[src/source/krtop_pkg.sv]
/*
  Shared constants and types for the KR PHY top-level control block.
  Build options are fixed here and not per instance. Timer lengths are in
  clk cycles and assume one management clock for the whole block.
*/
`default_nettype none

package krtop_pkg;

  //**************************************************************************
  // register map
  //**************************************************************************
  localparam logic [7:0] ADDR_KRTOP_BASE   = 8'hA0;  // control, read/write
  localparam logic [7:0] ADDR_KRTOP_STATUS = 8'hA1;  // status, read only

  // build options, two bits each
  localparam logic [1:0] SYNTH_FEC      = 2'd1;  // FEC logic present
  localparam logic [1:0] AN_FEC         = 2'd1;  // bit 0 fec_enable, bit 1 request
  localparam logic [1:0] ERR_INDICATION = 2'd0;  // fec_err_ind reset value

  //**************************************************************************
  // sequencer timers, in clk cycles
  //**************************************************************************
  localparam int         TIMER_W           = 16;
  localparam logic [15:0] AN_TIMEOUT_CYCLES = 16'd64;
  localparam logic [15:0] LT_TIMEOUT_CYCLES = 16'd128;
  localparam logic [15:0] LF_TIMEOUT_CYCLES = 16'd32;

  // FEC block lock
  localparam int FEC_LANES     = 4;
  localparam int FEC_LOCK_GOOD = 8;  // good blocks in a row to lock
  localparam int FEC_LOSS_BAD  = 4;  // bad blocks in a row to unlock
  localparam int FEC_GOOD_W    = $clog2(FEC_LOCK_GOOD);
  localparam int FEC_BAD_W     = $clog2(FEC_LOSS_BAD);

  // control register at ADDR_KRTOP_BASE, msb first
  typedef struct packed {
    logic       force_fec;       // 19
    logic       fec_request;     // 18
    logic       fec_err_ind;     // 17
    logic       fec_enable;      // 16
    logic [8:0] spare;           // 15..7 plain r/w storage
    logic [2:0] force_mode;      // 6..4 1 = train, 2 = data
    logic       fail_lt_if_ber;  // 3
    logic       dis_lf_timer;    // 2
    logic       dis_an_timer;    // 1
    logic       seq_reset;       // 0 self-clearing
  } krtop_ctrl_t;

  // sequencer status towards the register file
  typedef struct packed {
    logic       link_rdy;     // live level
    logic       an_timeout;   // one-cycle pulse
    logic       lt_timeout;   // one-cycle pulse
    logic [5:0] pcs_mode_rc;  // one-hot: an, train, data, data+fec
  } seq_status_t;

  // per-lane FEC block strobe
  typedef struct packed {
    logic valid;  // block boundary this cycle
    logic good;   // block decoded clean
  } fec_blk_t;

endpackage

`default_nettype wire

[src/source/bit_resync.sv]
/*
  Two-flop synchroniser. Each bit is resynchronised on its own, so only
  slow levels or pulses held over two clk cycles of the far side survive.
*/
`timescale 1ns/1ns
`default_nettype none

module bit_resync #(
  parameter int WIDTH = 2
) (
  input  wire              clk,
  input  wire              reset,
  input  wire [WIDTH-1:0]  d,
  output logic [WIDTH-1:0] q
);

  logic [WIDTH-1:0] meta;  // first stage, may go metastable

  always_ff @(posedge clk or posedge reset) begin
    if (reset) begin
      meta <= '0;
      q    <= '0;
    end else begin
      meta <= d;
      q    <= meta;  // second stage, safe to use
    end
  end

endmodule

`default_nettype wire

[src/source/krtop_csr.sv]
/*
  Register file for the KR top level, two words at 0xA0 and 0xA1.
  read and write are single-cycle strobes with no wait state. readdata is
  registered and follows address every cycle. Reading status clears the
  latched timeout bits.
*/
`timescale 1ns/1ns
`default_nettype none

module krtop_csr (
  input  wire                        clk,
  input  wire                        reset,
  // management bus
  input  wire [7:0]                  address,
  input  wire                        read,
  input  wire                        write,
  input  wire [31:0]                 writedata,
  output logic [31:0]                readdata,
  // status in
  input  wire krtop_pkg::seq_status_t seq_status,
  input  wire [3:0]                  fec_block_lock,
  // control out
  output krtop_pkg::krtop_ctrl_t     ctrl
);

  //**************************************************************************
  // timeout resync and latch-high
  //**************************************************************************
  logic an_timeout_sync;  // an_timeout after two flops
  logic lt_timeout_sync;  // lt_timeout after two flops
  logic an_timeout_lh;    // held until status is read
  logic lt_timeout_lh;
  logic clr_status_lh;    // status read this cycle

  // in the full PHY these pulses come from the transceiver clock
  bit_resync #(
    .WIDTH (2)
  ) u_resync_status (
    .clk   (clk),
    .reset (reset),
    .d     ({seq_status.an_timeout, seq_status.lt_timeout}),
    .q     ({an_timeout_sync, lt_timeout_sync})
  );

  assign clr_status_lh = read && (address == krtop_pkg::ADDR_KRTOP_STATUS);

  // set wins over clear, so a pulse landing on the read is not lost
  always_ff @(posedge clk or posedge reset) begin
    if (reset) begin
      an_timeout_lh <= 1'b0;
      lt_timeout_lh <= 1'b0;
    end else begin
      an_timeout_lh <= an_timeout_sync |             // set
                       (an_timeout_lh & ~clr_status_lh);  // hold
      lt_timeout_lh <= lt_timeout_sync |
                       (lt_timeout_lh & ~clr_status_lh);
    end
  end

  //**************************************************************************
  // control register with self-clearing seq_reset
  //**************************************************************************
  logic [1:0] sc_shift;  // bit 0 set means clear seq_reset this edge

  always_ff @(posedge clk or posedge reset) begin
    if (reset) begin
      ctrl                <= '0;
      ctrl.dis_an_timer   <= 1'b1;  // AN timer off out of reset
      ctrl.fec_enable     <= krtop_pkg::AN_FEC[0];
      ctrl.fec_request    <= krtop_pkg::AN_FEC[1];
      ctrl.fec_err_ind    <= krtop_pkg::ERR_INDICATION[0];
      sc_shift            <= 2'b00;
    end else begin
      sc_shift <= {1'b0, sc_shift[1]};
      if (sc_shift[0]) begin
        ctrl.seq_reset <= 1'b0;  // two cycles high, now drop
      end
      // a write in the same cycle takes priority over the self-clear
      if (write && (address == krtop_pkg::ADDR_KRTOP_BASE)) begin
        ctrl     <= krtop_pkg::krtop_ctrl_t'(writedata[19:0]);
        sc_shift <= {writedata[0], 1'b0};
      end
    end
  end

  //**************************************************************************
  // registered read mux
  //**************************************************************************
  always_ff @(posedge clk or posedge reset) begin
    if (reset) begin
      readdata <= '0;
    end else begin
      readdata <= '0;  // unmapped addresses read zero
      case (address)
        krtop_pkg::ADDR_KRTOP_BASE: begin
          readdata[19:0] <= ctrl;
        end
        krtop_pkg::ADDR_KRTOP_STATUS: begin
          readdata[0]     <= seq_status.link_rdy;  // live, not latched
          readdata[1]     <= an_timeout_lh;
          readdata[2]     <= lt_timeout_lh;
          readdata[13:8]  <= seq_status.pcs_mode_rc;
          readdata[16]    <= krtop_pkg::SYNTH_FEC[0];  // FEC ability
          // error indication ability goes with FEC synthesis
          readdata[17]    <= krtop_pkg::SYNTH_FEC[0];
          readdata[23:20] <= fec_block_lock;
        end
        default: begin
          readdata <= '0;
        end
      endcase
    end
  end

endmodule

`default_nettype wire

[src/source/link_sequencer.sv]
/*
  Link sequencer: auto-negotiation, link training, then data mode.
  The AN and training protocols are outside; only their done strobes
  arrive here. One phase timer is shared by AN and training.
*/
`timescale 1ns/1ns
`default_nettype none

module link_sequencer (
  input  wire                         clk,
  input  wire                         reset,
  input  wire krtop_pkg::krtop_ctrl_t ctrl,
  input  wire                         an_good,        // AN complete strobe
  input  wire                         lt_good,        // training complete strobe
  input  wire                         ber_high,
  input  wire                         rx_block_lock,
  output krtop_pkg::seq_status_t      seq_status
);

  typedef enum logic [1:0] {
    ST_AN    = 2'd0,
    ST_TRAIN = 2'd1,
    ST_DATA  = 2'd2
  } seq_state_t;

  seq_state_t                    state, state_nxt;
  logic [krtop_pkg::TIMER_W-1:0] phase_tmr, phase_tmr_nxt;  // AN / LT timeout
  logic [krtop_pkg::TIMER_W-1:0] lf_cnt, lf_cnt_nxt;        // link-fail count
  logic                          an_to_nxt, lt_to_nxt;
  logic [5:0]                    pcs_mode_q;
  seq_state_t                    start_state;

  // one-hot mode code for the status word
  function automatic logic [5:0] mode_onehot(input seq_state_t st, input logic fec_on);
    case (st)
      ST_AN:    return 6'b00_0001;
      ST_TRAIN: return 6'b00_0010;
      ST_DATA:  return fec_on ? 6'b00_1000 : 6'b00_0100;
      default:  return 6'b00_0000;
    endcase
  endfunction

  // force_mode picks the entry point, anything unknown means AN
  always_comb begin
    case (ctrl.force_mode)
      3'd1:    start_state = ST_TRAIN;
      3'd2:    start_state = ST_DATA;
      default: start_state = ST_AN;
    endcase
  end

  //**************************************************************************
  // next state
  //**************************************************************************
  always_comb begin
    state_nxt     = state;
    phase_tmr_nxt = phase_tmr + 1'b1;
    lf_cnt_nxt    = '0;
    an_to_nxt     = 1'b0;
    lt_to_nxt     = 1'b0;
    if (ctrl.seq_reset) begin
      state_nxt     = start_state;  // held here while seq_reset is high
      phase_tmr_nxt = '0;
    end else begin
      case (state)
        ST_AN: begin
          if (an_good) begin
            state_nxt     = ST_TRAIN;
            phase_tmr_nxt = '0;
          end else if (ctrl.dis_an_timer) begin
            phase_tmr_nxt = '0;
          end else if (phase_tmr == krtop_pkg::AN_TIMEOUT_CYCLES - 1'b1) begin
            an_to_nxt     = 1'b1;  // pulse and keep negotiating
            phase_tmr_nxt = '0;
          end
        end
        ST_TRAIN: begin
          if (lt_good && !(ber_high && ctrl.fail_lt_if_ber)) begin
            state_nxt     = ST_DATA;
            phase_tmr_nxt = '0;
          end else if (lt_good || (phase_tmr == krtop_pkg::LT_TIMEOUT_CYCLES - 1'b1)) begin
            lt_to_nxt     = 1'b1;  // BER failure or timeout
            state_nxt     = ST_AN;
            phase_tmr_nxt = '0;
          end
        end
        ST_DATA: begin
          phase_tmr_nxt = '0;  // phase timer idle in data
          if (!rx_block_lock && !ctrl.dis_lf_timer) begin
            if (lf_cnt == krtop_pkg::LF_TIMEOUT_CYCLES - 1'b1) begin
              state_nxt = ST_AN;  // link lost, renegotiate
            end else begin
              lf_cnt_nxt = lf_cnt + 1'b1;
            end
          end
        end
        default: begin
          state_nxt     = ST_AN;
          phase_tmr_nxt = '0;
        end
      endcase
    end
  end

  always_ff @(posedge clk or posedge reset) begin
    if (reset) begin
      state                 <= ST_AN;
      phase_tmr             <= '0;
      lf_cnt                <= '0;
      seq_status.an_timeout <= 1'b0;
      seq_status.lt_timeout <= 1'b0;
      pcs_mode_q            <= '0;  // no mode shown while in reset
    end else begin
      state                 <= state_nxt;
      phase_tmr             <= phase_tmr_nxt;
      lf_cnt                <= lf_cnt_nxt;
      seq_status.an_timeout <= an_to_nxt;
      seq_status.lt_timeout <= lt_to_nxt;
      pcs_mode_q            <= mode_onehot(state_nxt, ctrl.fec_enable);
    end
  end

  assign seq_status.pcs_mode_rc = pcs_mode_q;
  assign seq_status.link_rdy    = (state == ST_DATA) && rx_block_lock;

endmodule

`default_nettype wire

[src/source/fec_lock_monitor.sv]
/*
  FEC block lock per lane, from good/bad strobes at block boundaries.
  No decoding here. Lanes are independent; fec_enable low clears them all.
*/
`timescale 1ns/1ns
`default_nettype none

module fec_lock_monitor (
  input  wire                                               clk,
  input  wire                                               reset,
  input  wire                                               fec_enable,
  input  wire krtop_pkg::fec_blk_t [krtop_pkg::FEC_LANES-1:0] fec_blk,
  output logic [krtop_pkg::FEC_LANES-1:0]                   block_lock
);

  for (genvar ln = 0; ln < krtop_pkg::FEC_LANES; ln++) begin : g_lane
    logic [krtop_pkg::FEC_GOOD_W-1:0] good_cnt;  // good blocks in a row
    logic [krtop_pkg::FEC_BAD_W-1:0]  bad_cnt;   // bad blocks in a row

    always_ff @(posedge clk or posedge reset) begin
      if (reset) begin
        good_cnt       <= '0;
        bad_cnt        <= '0;
        block_lock[ln] <= 1'b0;
      end else if (!fec_enable) begin
        good_cnt       <= '0;
        bad_cnt        <= '0;
        block_lock[ln] <= 1'b0;
      end else if (fec_blk[ln].valid) begin
        if (fec_blk[ln].good) begin
          bad_cnt <= '0;  // any good block breaks a bad run
          if (!block_lock[ln]) begin
            if (good_cnt == krtop_pkg::FEC_GOOD_W'(krtop_pkg::FEC_LOCK_GOOD - 1)) begin
              block_lock[ln] <= 1'b1;
              good_cnt       <= '0;
            end else begin
              good_cnt <= good_cnt + 1'b1;
            end
          end
        end else begin
          good_cnt <= '0;
          if (block_lock[ln]) begin
            if (bad_cnt == krtop_pkg::FEC_BAD_W'(krtop_pkg::FEC_LOSS_BAD - 1)) begin
              block_lock[ln] <= 1'b0;  // lock lost, start hunting again
              bad_cnt        <= '0;
            end else begin
              bad_cnt <= bad_cnt + 1'b1;
            end
          end
        end
      end
    end
  end

endmodule

`default_nettype wire

[src/source/krtop.sv]
/*
  KR PHY top-level control: register file, link sequencer, FEC lock monitor.
  Single clock domain; the PCS and transceiver datapath are not included.
*/
`timescale 1ns/1ns
`default_nettype none

module krtop (
  input  wire                                               clk,
  input  wire                                               reset,
  // management bus
  input  wire [7:0]                                         address,
  input  wire                                               read,
  input  wire                                               write,
  input  wire [31:0]                                        writedata,
  output logic [31:0]                                       readdata,
  // AN / training results
  input  wire                                               an_good,
  input  wire                                               lt_good,
  input  wire                                               ber_high,
  input  wire                                               rx_block_lock,
  input  wire krtop_pkg::fec_blk_t [krtop_pkg::FEC_LANES-1:0] fec_blk,
  // to the PCS
  output logic                                              link_rdy,
  output logic [5:0]                                        pcs_mode_rc,
  output logic                                              fec_enable,
  output logic                                              fec_request,
  output logic                                              fec_err_ind,
  output logic                                              force_fec
);

  krtop_pkg::krtop_ctrl_t            ctrl;
  krtop_pkg::seq_status_t            seq_status;
  logic [krtop_pkg::FEC_LANES-1:0]   fec_block_lock;

  krtop_csr u_csr (
    .clk            (clk),
    .reset          (reset),
    .address        (address),
    .read           (read),
    .write          (write),
    .writedata      (writedata),
    .readdata       (readdata),
    .seq_status     (seq_status),
    .fec_block_lock (fec_block_lock),
    .ctrl           (ctrl)
  );

  link_sequencer u_seq (
    .clk           (clk),
    .reset         (reset),
    .ctrl          (ctrl),
    .an_good       (an_good),
    .lt_good       (lt_good),
    .ber_high      (ber_high),
    .rx_block_lock (rx_block_lock),
    .seq_status    (seq_status)
  );

  fec_lock_monitor u_fec_mon (
    .clk        (clk),
    .reset      (reset),
    .fec_enable (ctrl.fec_enable),
    .fec_blk    (fec_blk),
    .block_lock (fec_block_lock)
  );

  // control fields out to the PCS
  assign link_rdy    = seq_status.link_rdy;
  assign pcs_mode_rc = seq_status.pcs_mode_rc;
  assign fec_enable  = ctrl.fec_enable;
  assign fec_request = ctrl.fec_request;
  assign fec_err_ind = ctrl.fec_err_ind;
  assign force_fec   = ctrl.force_fec;

endmodule

`default_nettype wire

[config.mk]
export PLATFORM = sky130hd
export DESIGN_NAME = krtop
export DESIGN_NICKNAME = d
export VERILOG_FILES = /design/src/source/krtop_pkg.sv /design/src/source/bit_resync.sv /design/src/source/krtop_csr.sv /design/src/source/link_sequencer.sv /design/src/source/fec_lock_monitor.sv /design/src/source/krtop.sv
export SDC_FILE = /design/constraint.sdc
export NUM_CORES = 1
export LEC_CHECK = 0
export BUFFER_PORTS_ARGS = -buffer_cell sky130_fd_sc_hd__buf_2
export CORE_MARGIN = 2
export CORE_UTILIZATION = 50
export CTS_CLUSTER_SIZE = 24
export DETAILED_ROUTE_END_ITERATION = 7
export GPL_ROUTABILITY_DRIVEN = 0
export PLACE_DENSITY = 0.73
export RECOVER_POWER = 50
export SLEW_MARGIN = 20
export SYNTH_ARGS = -nofsm -noshare
export SYNTH_HDL_FRONTEND = slang
export SYNTH_SLANG_ARGS = --single-unit
[constraint.sdc]
create_clock -name clk -period 6.7 [get_ports clk]
set_clock_uncertainty 0.1 [all_clocks]
set_input_delay 1.34 -clock clk [delete_from_list [all_inputs] [get_ports clk]]
set_output_delay 1.34 -clock clk [all_outputs]
set_load 0.005 [all_outputs]
==> key figures <==
Cells and area
  • Design area: 6250 sq um
  • Antenna cells: 0
  • Leading cell type in the layout, fill and taps excluded: dfrtp_1
  • Layout cell share with drive strength beyond 1: 23.9%
  • Nets: 618
  • Commonest cells after routing, fill and taps aside: dfrtp_1, buf_2, nor2_1
  • Area Growth Syn to Fin: 19.4%

Placed design
  • PortBufs: 76
  • Dpl hpwl: about 7000 um
  • Area after DPL: 5690 sq um

Synth
  • Post-Syn Area: 5240 sq um
  • Async S/R FF share, synth: 100%
  • Xor and xnor fraction of the mapped netlist area: 4.35%
  • Proportion of synthesized area in mux cells: 4.47%
  • Synthesized area per cell: 11.2 sq um
  • Synth unique cells: 50
  • EDFF count, synth: 0
  • #FFs+latches synth: 116
  • Ranking of synthesized cells by area: dfrtp_1, mux2_2, ha_1
  • Synth top area share: roughly 54%
  • Synth Area in Compound Gates: a little over 8%
  • Synth Warn #: 0
  • Adder-Cell Fraction of Synth Area: 3.35%
  • Predominant post-synthesis flop cell: dfrtp_1
  • Largest family of logic cells by synthesized area: simple AND/OR/NAND/NOR gates
  • Biggest area consumer among synthesized cells: dfrtp_1
  • Post-Synth Simple-Gate Area: 20.0%
  • Fraction of the yosys area taken by sequential cells: 55.5%
  • Post-Syn Instances: roughly 470

Die
  • Rows: 37
  • Ports: 99
  • DIE HEIGHT: approximately 110 um
  • Die area: 11,300 sq um
  • Die Span X: approximately 110 um
  • Placeable core area: 10,200 sq um
  • Initial Util: 51.2%

Drt
  • Top Metal Used: met4
  • Met2 wire length: 5100 um
  • Avg WL per Cell: 14.8 um
  • DRC viols: 0
  • Routed met3 length: 424 um
  • Via count of the routed design: 3,655
  • Violation count after the first detailed-route iteration: about 170
  • Metal-1 WL: 4630 um
  • Vias/cell: 5.24
  • DRT Pass-1 Iters: 4
  • Wirelength, routed: 10,300 um
  • Post-route antenna net violation count: 0

Setup path
  • Critical Path Start Type: input port
  • Worst reg-to-reg path cell count: 5
  • Worst endpoint required time: approximately 7000 ps
  • R2R setup slack: around 4400 ps
  • Critical Path AT: between 4000 and 5000 ps
  • Reg-to-Reg Start: u_seq.phase_tmr[11]
  • Critical Path Fanout Max: 22
  • CP Class: input port to register
  • Critical R2R Capture: u_seq.phase_tmr[2]
  • Crit end category: register

Global route
  • GRT overflow: 0
  • Global-route usage over all layers: between 10% and 20%
  • Vias in the first global route: 3,734
  • Initial antenna violation count: 0
  • Largest net degree at the start of global routing: 68
  • First-pass GRT wire length: 17,600 um

Clocking
  • Clock sink count: ~120
  • Post-CTS Setup Bufs: 0
  • Clk slew on worst S/H paths: 60 ps
  • CTS tree: built
  • CTS root buf: clkbuf_8
  • Inserted Clock Buffers: 17
  • Cells resized by post-CTS repair: 0
  • Clk_lat worst skew: 510 ps
  • Maximum clock path buffer count: 2
  • Cts hold-fix bufs: 0
  • Htree depth: 4

STA
  • Crit share post-route: 56.4%
  • Final hold slack: about 250 ps
  • Peak Freq: ~260 MHz
  • Final setup fails: 0
  • Rel. slew slack: -47.2%
  • Setup TNS Final: 0 ps
  • Final Hold Viols: 0
  • Worst Tran Pin Value: 2200 ps
  • RSZ-0062 raised after global routing: no
  • Max Slew Vio Count: slightly above 50
  • Minimum clock period: 3780 ps

Pwr
  • Power Density: 279 nW/um^2
  • Static leakage: 3.00 nW
  • Tot Pwr: between 1.5 and 2 mW
  • Peak VDD IR: 0.189 mV

Status
  • Failing checks: capacitance limit, slew limit
  • Status: complete, but fails checks

Hold path
  • Worst hold start: u_csr.u_resync_status.meta[0]
  • Hold WC Path Type: register to register
  • Hold path endpoint: u_csr.u_resync_status.q[0]
  • Hold Crit Depth: 0

Run
  • Max_cap viols: 1
worst max-delay path by stage:
stage	start	to	slack, ps	cells past startpoint
6_report	address[1]	u_csr.ctrl[11]	2920	6
5_1_grt	address[1]	u_csr.ctrl[11]	2730	6
4_1_cts	rx_block_lock	link_rdy	3380	4
3_5_place_dp	address[1]	u_csr.ctrl[11]	3080	6
3_3_place_gp	address[1]	u_csr.ctrl[12]	3130	6
2_1_floorplan	reset	u_csr.an_timeout_lh	2190	1
cells by family after synthesis:
family,count (synthesis)
AND/OR/NAND/NOR,190
flip-flops,116
AO/OA/AOI/OAI,61
buffers and inverters,40
XOR/XNOR,26
multiplexers,21
adder cells (fa/ha/maj),14
other,1
Yosys cell counts (2+ instances only):
library cell  number
nand4_1           12
xor2_1             9
mux2_2            19
nor2b_1           23
dfstp_2            2
a22oi_1            8
buf_4             15
nand4b_1           2
a21oi_1           11
nor4bb_1           2
nor4_1            14
o31ai_1            4
and2_1            20
a22o_1            10
a32oi_1            2
nand3_1           10
xnor2_1           17
mux2i_1            2
or3_1              2
o22ai_1            4
a21boi_0           5
nor2_1            44
ha_1              14
o21ai_0            4
dfrtp_1          114
o21a_1             2
or3b_2             2
nand2_1           31
nor3_1            11
and4_1             3
clkbuf_1          13
a21o_1             6
nor3b_1            4
inv_1             12
metal layers:
layer / track usage [%] / vias to the layer above
li1: - / 1778
met1: 25.0 / 1796
met2: 32.5 / 67
met3: 5.27 / 14
met4: 7.14 / 0
met5: 0 / -
state kept, by name, summed over array words and instances, names as in the netlist:
name and flops:
u_csr.readdata 24, u_csr.ctrl 20, u_seq.lf_cnt 16, u_seq.phase_tmr 16, u_fec_mon.g_lane.good_cnt 12, u_fec_mon.g_lane.bad_cnt 8, u_fec_mon.block_lock 4, u_seq.pcs_mode_q 4
u_csr.sc_shift 2, u_csr.u_resync_status.meta 2, u_csr.u_resync_status.q 2, u_seq.seq_status 2, u_seq.state 2, u_csr.an_timeout_lh 1, u_csr.lt_timeout_lh 1
power breakdown:
| group | total (mW) | switching [mW] | leakage (nW) | internal (mW) |
|---|---|---|---|---|
| sequential | 0.754 | 0.0265 | 1.59 | 0.728 |
| combinational | 0.114 | 0.0681 | 1.13 | 0.0456 |
| clock | 0.873 | 0.329 | 0.277 | 0.544 |
| total | 1.74 | 0.423 | 3.00 | 1.32 |
final cells by class:
class                      instances  area, sq um
sequential                       116         2910
clock buffer                      19          432
tap                              136          170
clock inverter                    13          151
fill                             828         3980
timing repair buffer              79          387
inverter                          12         46.3
multi-input combinational        322         2160
metrics by stage:
stage | util (%) | setup WS (ps) | instances
floorplan | - | 2190 | 478
global placement | 55.6 | 3130 | 665
detailed placement | 55.6 | 3080 | 665
CTS | 61.3 | 3380 | 697
global route | 61.1 | 2730 | 697
finish | 61.1 | 2920 | 697
worst max-delay path, cell delays in order:
cell and delay [ps]:
buf_2 90, or3_1 400, nor3_1 160, clkbuf_1 730, nand2_1 820, mux2_2 530
(Power assumes the default switching activity.)
